### src/ltx_params.svh
// ~~~~~~~~~~~~~~~~~~~~~~~~~~~~~~~~~~~~~~~~~~~~~~~~~~~~~~~~~~~
// Frame geometry, latency and code constants of the TX framer
// Include wherever a macro below is needed
// ~~~~~~~~~~~~~~~~~~~~~~~~~~~~~~~~~~~~~~~~~~~~~~~~~~~~~~~~~~~
`ifndef LTX_PARAMS_SVH
`define LTX_PARAMS_SVH

`define LTX_SLOTS       6
`define LTX_FAW_BLOCKS  4
`define LTX_PIPE_DEPTH  3
`define LTX_FAW_WORD    64'h7A3C_5E0F_A1C3_96D4
`define LTX_IDLE_WORD   64'h0000_0000_0000_0000
`define LTX_CRC16_POLY  16'h1021
`define LTX_CRC16_INIT  16'hFFFF
`define LTX_CRC8_POLY   8'h07
`define LTX_CRC8_INIT   8'h00

`endif
### src/ltx_pkg.sv
// ~~~~~~~~~~~~~~~~~~~~~~~~~~~~~~~~~~~~~~~~~~~~~~~~~~~~~~~~~~~
// Shared types of the TX framer and the FAW match helper
// Compile before every module that imports it
// ~~~~~~~~~~~~~~~~~~~~~~~~~~~~~~~~~~~~~~~~~~~~~~~~~~~~~~~~~~~
`default_nettype none

`include "ltx_params.svh"

package ltx_pkg;

   typedef enum logic [1:0] {
      LTX_OFF    = 2'd0,
      LTX_IDLE   = 2'd1,
      LTX_ACTIVE = 2'd2
   } ltx_state_e;

   typedef struct packed {
      logic faw;
      logic crc;
   } ltx_bound_t;

   // Layout of the validity/CRC word as it goes on the link
   typedef struct packed {
      logic [1:0]            rsvd;
      logic [`LTX_SLOTS-1:0] valids;
      logic [7:0]            crcvw;
      logic [15:0]           crc45;
      logic [15:0]           crc23;
      logic [15:0]           crc01;
   } ltx_vd_pkt_t;

   typedef struct packed {
      logic [`LTX_SLOTS-1:0] valids;
      logic [7:0]            crcvw;
      logic [15:0]           crc45;
      logic [15:0]           crc23;
      logic [15:0]           crc01;
   } ltx_crc_t;

   // A link word is either raw slot data or a validity packet
   typedef union packed {
      logic [63:0] raw;
      ltx_vd_pkt_t pkt;
   } ltx_word_u;

   function automatic logic is_faw(input logic [63:0] word);
      return word == `LTX_FAW_WORD;
   endfunction

endpackage

`default_nettype wire

### src/ltx_top.sv
// ~~~~~~~~~~~~~~~~~~~~~~~~~~~~~~~~~~~~~~~~~~~~~~~~~~~~~~~~~~~
// TX framer top level joining FSM, timer, CRC and packet path
// ~~~~~~~~~~~~~~~~~~~~~~~~~~~~~~~~~~~~~~~~~~~~~~~~~~~~~~~~~~~
`timescale 1ns/1ps
`default_nettype none

module ltx_top (
   input  logic        clk_i,
   input  logic        rst_n_i,
   input  logic        enable_i,
   input  logic        rx_rdy_i,
   input  logic [63:0] s_axis_tdata_i,
   input  logic        s_axis_tvalid_i,
   output logic        s_axis_tready_o,
   output logic [63:0] m_axis_tdata_o
);
   import ltx_pkg::*;

   ltx_state_e  state;
   ltx_bound_t  bound;
   ltx_crc_t    crc;
   logic        crc_valid;
   logic        slot_vld;
   logic [63:0] slot_data;

   ltx_link_fsm u_fsm (
      .clk_i    (clk_i),
      .rst_n_i  (rst_n_i),
      .enable_i (enable_i),
      .rx_rdy_i (rx_rdy_i),
      .bound_i  (bound),
      .state_o  (state)
   );

   ltx_frame_timer u_timer (
      .clk_i   (clk_i),
      .rst_n_i (rst_n_i),
      .bound_o (bound)
   );

   ltx_crc_compute u_crc (
      .clk_i       (clk_i),
      .rst_n_i     (rst_n_i),
      .bound_i     (bound),
      .slot_vld_i  (slot_vld),
      .slot_data_i (slot_data),
      .crc_o       (crc),
      .crc_valid_o (crc_valid)
   );

   ltx_packet_gen u_pkt (
      .clk_i           (clk_i),
      .rst_n_i         (rst_n_i),
      .state_i         (state),
      .bound_i         (bound),
      .s_axis_tdata_i  (s_axis_tdata_i),
      .s_axis_tvalid_i (s_axis_tvalid_i),
      .s_axis_tready_o (s_axis_tready_o),
      .crc_i           (crc),
      .crc_valid_i     (crc_valid),
      .slot_vld_o      (slot_vld),
      .slot_data_o     (slot_data),
      .m_axis_tdata_o  (m_axis_tdata_o)
   );

   ltx_tx_checker u_chk (
      .clk_i           (clk_i),
      .rst_n_i         (rst_n_i),
      .state_i         (state),
      .bound_i         (bound),
      .s_axis_tdata_i  (s_axis_tdata_i),
      .s_axis_tvalid_i (s_axis_tvalid_i),
      .s_axis_tready_i (s_axis_tready_o),
      .m_axis_tdata_i  (m_axis_tdata_o),
      .crc_i           (crc),
      .crc_valid_i     (crc_valid)
   );

endmodule

`default_nettype wire

### src/ltx_tx_checker.sv
// ~~~~~~~~~~~~~~~~~~~~~~~~~~~~~~~~~~~~~~~~~~~~~~~~~~~~~~~~~~~
// Framer-wide properties and cover points
// Observes the top-level ports and the internal FSM, timer and CRC
// ~~~~~~~~~~~~~~~~~~~~~~~~~~~~~~~~~~~~~~~~~~~~~~~~~~~~~~~~~~~
`timescale 1ns/1ps
`default_nettype none

`include "ltx_params.svh"

module ltx_tx_checker (
   input  logic                  clk_i,
   input  logic                  rst_n_i,
   input  ltx_pkg::ltx_state_e   state_i,
   input  ltx_pkg::ltx_bound_t   bound_i,
   input  logic [63:0]           s_axis_tdata_i,
   input  logic                  s_axis_tvalid_i,
   input  logic                  s_axis_tready_i,
   input  logic [63:0]           m_axis_tdata_i,
   input  ltx_pkg::ltx_crc_t     crc_i,
   input  logic                  crc_valid_i
);
   import ltx_pkg::*;

   ltx_word_u             out_w;
   logic [8:0]            acc_hist_q;
   logic [`LTX_SLOTS-1:0] exp_valids;

   assign out_w.raw = m_axis_tdata_i;

   // Acceptance history; bit j is the transfer j+1 cycles back
   always_ff @(posedge clk_i or negedge rst_n_i) begin
      if (!rst_n_i) begin
         acc_hist_q <= '0;
      end else begin
         acc_hist_q <= {acc_hist_q[7:0], s_axis_tvalid_i && s_axis_tready_i};
      end
   end

   // Slot k of the block sat 9-k cycles before the packet reaches the output
   always_comb begin
      for (int k = 0; k < `LTX_SLOTS; k++) begin
         exp_valids[k] = acc_hist_q[8-k];
      end
   end

   c_ready : cover property (@(posedge clk_i) s_axis_tready_i);
   c_nonzero_out : cover property (@(posedge clk_i) m_axis_tdata_i != `LTX_IDLE_WORD);

   a_latency : assert property (@(posedge clk_i) disable iff (!rst_n_i)
      $past(s_axis_tvalid_i && s_axis_tready_i, `LTX_PIPE_DEPTH)
      |-> m_axis_tdata_i == $past(s_axis_tdata_i, `LTX_PIPE_DEPTH))
      else $error("Accepted word did not reach the output after the pipeline delay");

   a_off_idle : assert property (@(posedge clk_i) disable iff (!rst_n_i)
      $past(state_i == LTX_OFF, `LTX_PIPE_DEPTH) |-> m_axis_tdata_i == `LTX_IDLE_WORD)
      else $error("Non-idle word sent while the link was off");

   a_idle_boundary_only : assert property (@(posedge clk_i) disable iff (!rst_n_i)
      $past(state_i == LTX_IDLE, `LTX_PIPE_DEPTH) && (m_axis_tdata_i != `LTX_IDLE_WORD)
      |-> $past(bound_i.faw || bound_i.crc, `LTX_PIPE_DEPTH))
      else $error("Non-boundary word sent while the link was idle");

   a_faw_word : assert property (@(posedge clk_i) disable iff (!rst_n_i)
      $past(bound_i.faw && (state_i != LTX_OFF), `LTX_PIPE_DEPTH) |-> is_faw(m_axis_tdata_i))
      else $error("FAW boundary without the FAW pattern");

   a_valid_bits : assert property (@(posedge clk_i) disable iff (!rst_n_i)
      $past(bound_i.crc && (state_i != LTX_OFF), `LTX_PIPE_DEPTH)
      |-> out_w.pkt.valids == exp_valids)
      else $error("Valid bits do not match the accepted slots");

   a_crc_fields : assert property (@(posedge clk_i) disable iff (!rst_n_i)
      $past(bound_i.crc && (state_i != LTX_OFF), `LTX_PIPE_DEPTH)
      |-> $past(crc_valid_i, `LTX_PIPE_DEPTH)
          && ({out_w.pkt.crcvw, out_w.pkt.crc45, out_w.pkt.crc23, out_w.pkt.crc01}
              == $past({crc_i.crcvw, crc_i.crc45, crc_i.crc23, crc_i.crc01},
                       `LTX_PIPE_DEPTH)))
      else $error("CRC fields differ from the CRC unit");

   a_ready_rule : assert property (@(posedge clk_i) disable iff (!rst_n_i)
      s_axis_tready_i == ((state_i == LTX_ACTIVE) && !bound_i.faw && !bound_i.crc))
      else $error("Ready does not follow active state and boundaries");

endmodule

`default_nettype wire

### src/ltx_packet_gen.sv
// ~~~~~~~~~~~~~~~~~~~~~~~~~~~~~~~~~~~~~~~~~~~~~~~~~~~~~~~~~~~
// Link word multiplexer with a three-stage output pipeline
// Accepts AXI-Stream data on non-boundary cycles when active
// ~~~~~~~~~~~~~~~~~~~~~~~~~~~~~~~~~~~~~~~~~~~~~~~~~~~~~~~~~~~
`timescale 1ns/1ps
`default_nettype none

`include "ltx_params.svh"

module ltx_packet_gen (
   input  logic                  clk_i,
   input  logic                  rst_n_i,
   input  ltx_pkg::ltx_state_e   state_i,
   input  ltx_pkg::ltx_bound_t   bound_i,
   input  logic [63:0]           s_axis_tdata_i,
   input  logic                  s_axis_tvalid_i,
   output logic                  s_axis_tready_o,
   input  ltx_pkg::ltx_crc_t     crc_i,
   input  logic                  crc_valid_i,
   output logic                  slot_vld_o,
   output logic [63:0]           slot_data_o,
   output logic [63:0]           m_axis_tdata_o
);
   import ltx_pkg::*;

   logic        accept;
   ltx_word_u   pick;
   logic [63:0] stage1_q;
   logic [63:0] stage2_q;
   logic [63:0] stage3_q;

   // Ready comes from registered state and timer only
   assign s_axis_tready_o = (state_i == LTX_ACTIVE) && !bound_i.faw && !bound_i.crc;
   assign accept          = s_axis_tready_o && s_axis_tvalid_i;

   // An empty slot counts as the idle word for the CRC
   assign slot_vld_o  = accept;
   assign slot_data_o = accept ? s_axis_tdata_i : `LTX_IDLE_WORD;

   always_comb begin
      pick.raw = `LTX_IDLE_WORD;
      if (state_i == LTX_OFF) begin
         pick.raw = `LTX_IDLE_WORD;
      end else if (bound_i.faw) begin
         pick.raw = `LTX_FAW_WORD;
      end else if (bound_i.crc) begin
         pick.pkt.rsvd   = 2'b00;
         // No slot carries data while idle
         pick.pkt.valids = (state_i == LTX_IDLE) ? '0 : crc_i.valids;
         pick.pkt.crcvw  = crc_i.crcvw;
         pick.pkt.crc45  = crc_i.crc45;
         pick.pkt.crc23  = crc_i.crc23;
         pick.pkt.crc01  = crc_i.crc01;
      end else if (accept) begin
         pick.raw = s_axis_tdata_i;
      end
   end

   // The link sees idle words until the first chosen word arrives
   always_ff @(posedge clk_i or negedge rst_n_i) begin
      if (!rst_n_i) begin
         stage1_q <= `LTX_IDLE_WORD;
         stage2_q <= `LTX_IDLE_WORD;
         stage3_q <= `LTX_IDLE_WORD;
      end else begin
         stage1_q <= pick.raw;
         stage2_q <= stage1_q;
         stage3_q <= stage2_q;
      end
   end

   assign m_axis_tdata_o = stage3_q;

   a_crc_ready : assert property (@(posedge clk_i) disable iff (!rst_n_i)
      bound_i.crc && (state_i != LTX_OFF) |-> crc_valid_i)
      else $error("CRC boundary reached before the CRC unit finished");

endmodule

`default_nettype wire

### src/ltx_crc_compute.sv
// ~~~~~~~~~~~~~~~~~~~~~~~~~~~~~~~~~~~~~~~~~~~~~~~~~~~~~~~~~~~
// Per-block CRC unit for the validity/CRC word
// Fed with the slot contents chosen by the packet generator
// ~~~~~~~~~~~~~~~~~~~~~~~~~~~~~~~~~~~~~~~~~~~~~~~~~~~~~~~~~~~
`timescale 1ns/1ps
`default_nettype none

`include "ltx_params.svh"

module ltx_crc_compute (
   input  logic                  clk_i,
   input  logic                  rst_n_i,
   input  ltx_pkg::ltx_bound_t   bound_i,
   input  logic                  slot_vld_i,
   input  logic [63:0]           slot_data_i,
   output ltx_pkg::ltx_crc_t     crc_o,
   output logic                  crc_valid_o
);
   import ltx_pkg::*;

   logic [2:0]            slot_q;
   logic [`LTX_SLOTS-1:0] vld_q;
   logic [`LTX_SLOTS-1:0] vld_nxt;
   logic                  crc_valid_q;
   logic [15:0]           acc_q;
   logic [15:0]           acc_nxt;
   logic                  slot_cyc;
   ltx_crc_t              crc_q;

   // CRC-16 advanced over one 64-bit word, MSB first
   function automatic logic [15:0] crc16_word(input logic [15:0] seed,
                                              input logic [63:0] data);
      logic [15:0] c;
      c = seed;
      for (int i = 63; i >= 0; i--) begin
         c = (c[15] ^ data[i]) ? ({c[14:0], 1'b0} ^ `LTX_CRC16_POLY) : {c[14:0], 1'b0};
      end
      return c;
   endfunction

   function automatic logic [7:0] crc8_valids(input logic [`LTX_SLOTS-1:0] v);
      logic [7:0] c;
      c = `LTX_CRC8_INIT;
      for (int i = `LTX_SLOTS - 1; i >= 0; i--) begin
         c = (c[7] ^ v[i]) ? ({c[6:0], 1'b0} ^ `LTX_CRC8_POLY) : {c[6:0], 1'b0};
      end
      return c;
   endfunction

   assign slot_cyc = !bound_i.faw && !bound_i.crc;
   // Newest slot enters at the top so the oldest ends in bit 0
   assign vld_nxt  = {slot_vld_i, vld_q[`LTX_SLOTS-1:1]};
   // Even slots open a pair with the initial value
   assign acc_nxt  = crc16_word(slot_q[0] ? acc_q : `LTX_CRC16_INIT, slot_data_i);

   always_ff @(posedge clk_i or negedge rst_n_i) begin
      if (!rst_n_i) begin
         slot_q      <= 3'd0;
         vld_q       <= '0;
         crc_valid_q <= 1'b0;
      end else begin
         crc_valid_q <= slot_cyc && (slot_q == 3'(`LTX_SLOTS - 1));
         if (slot_cyc) begin
            slot_q <= slot_q + 3'd1;
            vld_q  <= vld_nxt;
         end else begin
            slot_q <= 3'd0;
            vld_q  <= '0;
         end
      end
   end

   always_ff @(posedge clk_i) begin
      if (slot_cyc) begin
         acc_q <= acc_nxt;
         if (slot_q[0]) begin
            case (slot_q[2:1])
               2'd0:    crc_q.crc01 <= acc_nxt;
               2'd1:    crc_q.crc23 <= acc_nxt;
               default: crc_q.crc45 <= acc_nxt;
            endcase
         end
         if (slot_q == 3'(`LTX_SLOTS - 1)) begin
            crc_q.valids <= vld_nxt;
            crc_q.crcvw  <= crc8_valids(vld_nxt);
         end
      end
   end

   assign crc_o       = crc_q;
   assign crc_valid_o = crc_valid_q;

   // The result is only ever presented on the timer's CRC slot
   a_valid_on_crc : assert property (@(posedge clk_i) disable iff (!rst_n_i)
      crc_valid_o |-> bound_i.crc)
      else $error("CRC result ready outside a CRC boundary");

endmodule

`default_nettype wire

### src/ltx_frame_timer.sv
// ~~~~~~~~~~~~~~~~~~~~~~~~~~~~~~~~~~~~~~~~~~~~~~~~~~~~~~~~~~~
// Superframe timer marking FAW and CRC boundary cycles
// ~~~~~~~~~~~~~~~~~~~~~~~~~~~~~~~~~~~~~~~~~~~~~~~~~~~~~~~~~~~
`timescale 1ns/1ps
`default_nettype none

`include "ltx_params.svh"

module ltx_frame_timer (
   input  logic                  clk_i,
   input  logic                  rst_n_i,
   output ltx_pkg::ltx_bound_t   bound_o
);
   import ltx_pkg::*;

   logic       faw_q;
   logic [2:0] slot_q;
   logic [1:0] blk_q;

   // Position LTX_SLOTS within a block is the CRC word
   always_ff @(posedge clk_i or negedge rst_n_i) begin
      if (!rst_n_i) begin
         faw_q  <= 1'b1;
         slot_q <= 3'd0;
         blk_q  <= 2'd0;
      end else if (faw_q) begin
         faw_q <= 1'b0;
      end else if (slot_q == 3'(`LTX_SLOTS)) begin
         slot_q <= 3'd0;
         if (blk_q == 2'(`LTX_FAW_BLOCKS - 1)) begin
            blk_q <= 2'd0;
            faw_q <= 1'b1;
         end else begin
            blk_q <= blk_q + 2'd1;
         end
      end else begin
         slot_q <= slot_q + 3'd1;
      end
   end

   assign bound_o.faw = faw_q;
   assign bound_o.crc = (slot_q == 3'(`LTX_SLOTS));

   a_bound_exclusive : assert property (@(posedge clk_i) disable iff (!rst_n_i)
      !(bound_o.faw && bound_o.crc))
      else $error("FAW and CRC boundaries coincide");

endmodule

`default_nettype wire

### src/ltx_link_fsm.sv
// ~~~~~~~~~~~~~~~~~~~~~~~~~~~~~~~~~~~~~~~~~~~~~~~~~~~~~~~~~~~
// Link state machine (off, idle, active) of the TX framer
// Moves only on superframe edges except when disabled
// ~~~~~~~~~~~~~~~~~~~~~~~~~~~~~~~~~~~~~~~~~~~~~~~~~~~~~~~~~~~
`timescale 1ns/1ps
`default_nettype none

module ltx_link_fsm (
   input  logic                   clk_i,
   input  logic                   rst_n_i,
   input  logic                   enable_i,
   input  logic                   rx_rdy_i,
   input  ltx_pkg::ltx_bound_t    bound_i,
   output ltx_pkg::ltx_state_e    state_o
);
   import ltx_pkg::*;

   ltx_state_e state_q;
   ltx_state_e state_d;

   always_comb begin
      state_d = state_q;
      if (!enable_i) begin
         state_d = LTX_OFF;
      end else if (bound_i.faw) begin
         // Partner readiness decides between idle and active
         if (state_q == LTX_OFF) begin
            state_d = LTX_IDLE;
         end else begin
            state_d = rx_rdy_i ? LTX_ACTIVE : LTX_IDLE;
         end
      end
   end

   always_ff @(posedge clk_i or negedge rst_n_i) begin
      if (!rst_n_i) begin
         state_q <= LTX_OFF;
      end else begin
         state_q <= state_d;
      end
   end

   assign state_o = state_q;

   // The link always passes through idle on its way up
   a_no_off_to_active : assert property (@(posedge clk_i) disable iff (!rst_n_i)
      state_q == LTX_OFF |=> state_q != LTX_ACTIVE)
      else $error("Link state jumped from off to active");

endmodule

`default_nettype wire

### config.mk
export PLATFORM = sky130hd
export DESIGN_NAME = ltx_top
export DESIGN_NICKNAME = d
export VERILOG_FILES = /design/src/ltx_pkg.sv /design/src/ltx_top.sv /design/src/ltx_tx_checker.sv /design/src/ltx_packet_gen.sv /design/src/ltx_crc_compute.sv /design/src/ltx_frame_timer.sv /design/src/ltx_link_fsm.sv
export VERILOG_INCLUDE_DIRS = /design/src
export SDC_FILE = /design/constraint.sdc
export NUM_CORES = 1
export LEC_CHECK = 0
export ABC_AREA = 0
export BUFFER_PORTS_ARGS = -buffer_cell sky130_fd_sc_hd__buf_2
export CAP_MARGIN = 15
export CORE_MARGIN = 2
export CORE_UTILIZATION = 40
export CTS_CLUSTER_DIAMETER = 150
export DETAILED_ROUTE_END_ITERATION = 7
export PLACE_DENSITY = 0.63
export SLEW_MARGIN = 15
export SYNTH_ARGS = -nofsm -noshare
export SYNTH_HDL_FRONTEND = slang
export SYNTH_HIERARCHICAL = 1
export SYNTH_SLANG_ARGS = --single-unit
### constraint.sdc
create_clock -name clk_i -period 10.6 [get_ports clk_i]
set_input_delay 2.12 -clock clk_i [delete_from_list [all_inputs] [get_ports clk_i]]
set_output_delay 2.12 -clock clk_i [all_outputs]
set_load 0.005 [all_outputs]
# [After elaboration in Yosys (flattened, before gate mapping)]
# Index checks and enable logic that the tools add are counted.
[classes] addsub=3 n_reduce_logical=14 mux=87 n_bitwise=140 eq_ne=7
[ops] op="2-to-1 mux 13 bit" n=64
[ops] op="2-to-1 mux 64 bit" n=4
[ops] op="NOT 3 bit" n=69
[ops] op="bitwise XOR 1 bit" n=64
[ops] op="2-to-1 mux 3 bit" n=8
[ops] op="2-to-1 mux 16 bit" n=1
[ops] op="2-to-1 mux 6 bit" n=2
[ops] op="2-to-1 mux 2 bit" n=5
[ops] op="AND reduction 3 bit" n=3
[ops] op="adder 3 x 1 -> 3 bit (second input constant)" n=2
[ops] op="equality test 3 bit (second input constant)" n=2
[ops] op="bitwise XOR 1 bit (first input constant)" n=5
[ops] op="equality test 2 x 1 -> 1 bit (second input constant)" n=2
[ops] op="equality test 2 bit (second input constant)" n=2
[ops] op="logical AND 1 bit" n=4
[ops] op="zero test 2 bit" n=2
[ops] op="AND reduction 2 bit" n=2
[ops] op="2-to-1 mux 1 bit" n=3
[ops] op="adder 2 x 1 -> 2 bit (second input constant)" n=1
[ops] op="zero test 1 bit" n=2
[ops] op="!= test 2 x 1 -> 1 bit (second input constant)" n=1
[ops] op="NOT 1 bit" n=2
[ops] op="OR reduction 2 bit" n=1
[totals] wordCells=267 out_inout_bits=65 in_bits=69 reg_bits=287

# [Depth between registers and ports, before layout]
[depth] ltp_word=133 depth_mapped=20 ltp_nobuf=16

# [Cells and area by module]
# Netlist, hierarchy kept.
[modules_own_cells] mod="ltx_packet_gen" cells_per_inst=477 area_each_um2=6329.8 instances=1 seq_area_each_um2=4804.6
[modules_own_cells] mod="ltx_crc_compute" cells_per_inst=369 area_each_um2=5793.1 instances=1 seq_area_each_um2=2537.4
[modules_own_cells] mod="ltx_frame_timer" cells_per_inst=23 area_each_um2=291.5 instances=1 seq_area_each_um2=151.4
[modules_own_cells] mod="ltx_link_fsm" cells_per_inst=8 area_each_um2=91.3 instances=1 seq_area_each_um2=50.0

# [Least setup slack after synthesis]
# Ideal clock, no wire load.
[synth_path] path_kind="input -> register" startpoint="input port s_axis_tvalid_i" endpoint="register u_crc.acc_q[7] (data pin)" arrival_ns=6.083 path_slack_ns=4.243 required_ns=10.326 path_buffers=2 cell_stages=14 setup_time_ns=0.274 path_cell_list="clkbuf_1 -> clkbuf_1 -> and2_1 -> and2_1 -> xnor2_2 -> xnor3_2 -> xnor3_2 -> xnor3_2 -> xnor3_2 -> xnor2_4 -> xnor3_2 -> xnor2_4 -> xnor2_2 -> xnor2_1"
[synth_lines] item="start, declared" line="ltx_top.sv:13" rtl="input logic s_axis_tvalid_i,"
[synth_lines] item="logical AND 1 bit (*)"
[synth_lines] item="2-to-1 mux 64 bit (*)"
[synth_lines] item="named net slot_data[56]" line="ltx_top.sv:24" rtl="logic [63:0] slot_data;"
[synth_lines] item="bitwise XOR 1 bit (*)" line="ltx_crc_compute.sv:36" rtl="c = (c[15] ^ data[i]) ? ({c[14:0], 1'b0} ^ `LTX_CRC16_POLY) : {c[14:0], 1'b0};"
[synth_lines] item="2-to-1 mux 13 bit (*)" line="ltx_crc_compute.sv:36"
[synth_lines] item="2-to-1 mux 13 bit (3 in series)" line="ltx_crc_compute.sv:36"
[synth_lines] item="2-to-1 mux 13 bit (*)" line="ltx_crc_compute.sv:36"
[synth_lines] item="2-to-1 mux 13 bit or NOT 3 bit (tied branches)"
[synth_lines] item="[40 not listed]"
[synth_lines] item="2-to-1 mux 13 bit" line="ltx_crc_compute.sv:36"
[synth_lines] item="2-to-1 mux 13 bit (*)" line="ltx_crc_compute.sv:36"
[synth_lines] item="2-to-1 mux 13 bit" line="ltx_crc_compute.sv:36"
[synth_lines] item="2-to-1 mux 13 bit or NOT 3 bit (tied branches)"
[synth_lines] item="2-to-1 mux 13 bit" line="ltx_crc_compute.sv:36"
[synth_lines] item="NOT 3 bit (no source line) or bitwise XOR 1 bit (tied branches)"
[synth_lines] item="2-to-1 mux 13 bit (*) (3 in series)" line="ltx_crc_compute.sv:36"
[synth_lines] item="named net u_crc.acc_nxt[7]" line="ltx_crc_compute.sv:26" rtl="logic [15:0] acc_nxt;"
[synth_lines] item="end signal, assigned" line="ltx_crc_compute.sv:75" rtl="acc_q <= acc_nxt;"
[synth_lines] item="end, declared" line="ltx_crc_compute.sv:25" rtl="logic [15:0] acc_q;"
# Mark *: on every way through the listed nets, which the timed path passes. The rest lies on a longest branch.
# A chain may end at the register's enable or synchronous reset.

# [Worst setup path after layout]
[layout_path] startpoint="input port s_axis_tvalid_i" endpoint="register u_crc.crc_q, in the netlist u_crc/crc_o[24] (data pin)"
[layout_lines] item="logical AND 1 bit (*)"
[layout_lines] item="2-to-1 mux 64 bit (*)"
[layout_lines] item="named net slot_data[60]" line="ltx_top.sv:24"
[layout_lines] item="bitwise XOR 1 bit (*)" line="ltx_crc_compute.sv:36"
[layout_lines] item="2-to-1 mux 13 bit (*)" line="ltx_crc_compute.sv:36"
[layout_lines] item="bitwise XOR 1 bit or 2-to-1 mux 13 bit (tied branches)" line="ltx_crc_compute.sv:36"
[layout_lines] item="2-to-1 mux 13 bit (*)" line="ltx_crc_compute.sv:36"
[layout_lines] item="2-to-1 mux 13 bit (2 in series)" line="ltx_crc_compute.sv:36"
[layout_lines] item="[43 not listed]"
[layout_lines] item="2-to-1 mux 13 bit" line="ltx_crc_compute.sv:36"
[layout_lines] item="bitwise XOR 1 bit" line="ltx_crc_compute.sv:36"
[layout_lines] item="2-to-1 mux 13 bit" line="ltx_crc_compute.sv:36"
[layout_lines] item="2-to-1 mux 13 bit (*)" line="ltx_crc_compute.sv:36"
[layout_lines] item="2-to-1 mux 13 bit (3 in series)" line="ltx_crc_compute.sv:36"
[layout_lines] item="NOT 3 bit (no source line)"
[layout_lines] item="2-to-1 mux 13 bit (*) (4 in series)" line="ltx_crc_compute.sv:36"
[layout_lines] item="named net u_crc.acc_nxt[8]" line="ltx_crc_compute.sv:26"
[layout_lines] item="end, declared" line="ltx_crc_compute.sv:28" rtl="ltx_crc_t crc_q;"
# Marked as above.

==> impl_results.md <==
* IO Pins at 134
* Antenna violations before repair at 0
* Worst path max stage delay at 0.72 ns
* Hold bufs inserted after CTS at 0
* Final period utilization at 0.6912
* VDD IR max at 0.1115 mV
* Final setup vio count at 0
* Antenna Violating Nets Remaining at 0
* Max-slew violation count at 0
* GP Congestion at 0.9299
* Crit. End Element: flop
* Post-CTS Setup Bufs at 0
* Post-layout minimum cycle time at 7.327 ns
* PD cells at 148.7 nW/um^2
* Antenna fix cells at 0
* Clock latency on the worst-skew pair at 0.55 ns
* Worst-Margin Slew at 1.027 ns
* Drt initial violations at 463
* Via density at 4.781
* CTS tree: built
* P_sw at 0.4469 mW
* IO Port Bufs at 133
* Clock Root Buffer: clkbuf_16
* Leak at 7.310 nW
* Most used cell, CP: xnor3_2
* CTS buffer count at 29
* Max-slew headroom at 0.3105
* Buffers & Inverters on Critical Path at 1
* Overflow left after global routing at 0
* Critical Path AT at 7.51 ns
* Die width at 180.6 um
* Synth Area per Inst at 14.25 um^2
* Gr usage total at 0.1808
* CP top delay family: XOR/XNOR gates
* Gate Count Post-Synth at 876
* Clk sink count at 285
* Critical Path RT at 10.78 ns
* P_int at 1.707 mW
* Hpwl dp at 20930 um
* Max FO, Critical Path at 66
* Crit-path cells: buf_2, and3_1, xnor2_2, xnor3_2, xnor3_2, xnor3_2, xnor3_2, xor2_2, xor3_1, xor3_1, xnor2_2, xnor2_1
* TNS Setup at 0 ns
* Comb power frac at 0.017
* Post-CTS sizing at 0
* CTS H-tree lvls at 1
* Clock Skew at 0.01655 ns
* Synthesized net count at 948
* Die area at 32630 um^2
* P&R area growth vs syn at 16.06%
* First-pass GRT wire length at 44520 um
* Unrepaired setup endpoints after global routing: no
* Iteration count of the initial detailed-routing pass at 4
* Fin nets at 1081
* Vias in the first global route at 7143
* Min-delay worst type: flop to flop
* CTS max path bufs at 3
* Worst path slowest cell: buf_2
* Max capacitance violation total at 0
* Flop pwr share at 0.522
* Site Rows at 64
* Yosys Warn Count at 6
* Drt drc at 0
* CP Class: primary input to flop
* Die Y-Extent at 180.6 um
* Clk pwr share at 0.461
* Core Util, Final at 0.4723
* Fin. Hold Viols at 0
* Post-Route WL at 29020 um
* Largest net degree at the start of global routing at 81
* Worst Setup Start Kind: primary input
* Peak Freq at 136.5 MHz
* Switching Share at 0.2075
* Clock Pin Slew Worst Setup and Hold Paths at 0.06 ns
* Post-Syn Area at 12480 um^2
* Status: finished clean
* DR vias at 6817
* CORE AREA at 30670 um^2
* WL per Instance at 20.35 um
* Final Hold Slack at 0.3455 ns
* Fraction of final layout cells sized beyond drive strength 1 at 0.2223
* Starting density of the core at 0.4069
==> flip-flops by register name, summed over array words and instances, names as in the netlist <==
name	flops
u_pkt/m_axis_tdata_o	64
u_pkt/stage1_q	64
u_pkt/stage2_q	64
u_crc/crc_o	61
u_crc/acc_q	16
u_crc/vld_q	5
u_crc/slot_q	3
u_timer/slot_q	3
u_fsm/state_o	2
u_timer/blk_q	2
u_timer/faw_q	1
==> cells in the final DEF (no fill, tap or decap), types with 6 or more instances in the layout <==
cell type and count:
a21oi_1 58, buf_2 132, xor2_1 56, xor3_1 8, xnor2_2 9, buf_4 7
xnor3_1 31, and3_1 41, inv_1 31, o21bai_1 29, nand2_1 67, and2_1 40
xnor3_2 12, clkbuf_16 32, nor2b_1 6, dfrtp_1 207, xnor2_1 115, edfxtp_1 77
==> per-layer routing <==
metal / wire, um / global-route usage / vias to the layer above
met5: 0 / 0 / -
met4: 828 / 0.05710 / 0
met3: 1349 / 0.02162 / 51
met2: 13740 / 0.2914 / 207
met1: 13100 / 0.2569 / 3384
li1: - / - / 3175
==> layout make-up <==
class	count	area (um^2)
multi-input cells	522	4683
flip-flops and latches	285	7518
inverters	31	116.4
fillers	2742	16180
repair buffers	140	726.9
clock inverters	13	87.58
well taps	396	495.5
clock buffers	39	857.1
==> per-stage QoR <==
step	instances	total power [mW]	setup slack (ns)	instance area [um^2]
after floorplan	876	1.151	4.243	12480
after global placement	1374	1.184	2.727	13540
after detailed placement	1374	1.184	2.702	13540
after CTS	1426	2.183	3.267	14490
after global routing	1426	2.232	3.032	14490
final	1426	2.154	3.273	14490
==> final timing paths <==
kind,start,endpoint,slack (ns),cells past startpoint
min in group asynchronous,rst_n_i,u_timer/blk_q[1],1.54,1
worst min-delay path,u_pkt/stage1_q[63],u_pkt/stage2_q[63],0.35,0
max in group asynchronous,rst_n_i,u_pkt/stage2_q[16],6.96,3
worst max register to register,u_timer/slot_q[2],u_crc/crc_o[24],4.31,15
worst min register to register,u_pkt/stage1_q[63],u_pkt/stage2_q[63],0.35,0
worst max-delay path,s_axis_tvalid_i,u_crc/crc_o[24],3.27,12
==> power groups by stage <==
stage	logic, mW	clock network (mW)	registers, mW
after floorplan	0.00642	0	1.14
after global placement	0.0389	0	1.14
after detailed placement	0.0394	0	1.14
after CTS	0.0395	1.02	1.12
after global routing	0.0434	1.07	1.12
final	0.0375	0.993	1.12
No activity file was read; power rests on OpenSTA's default activity.
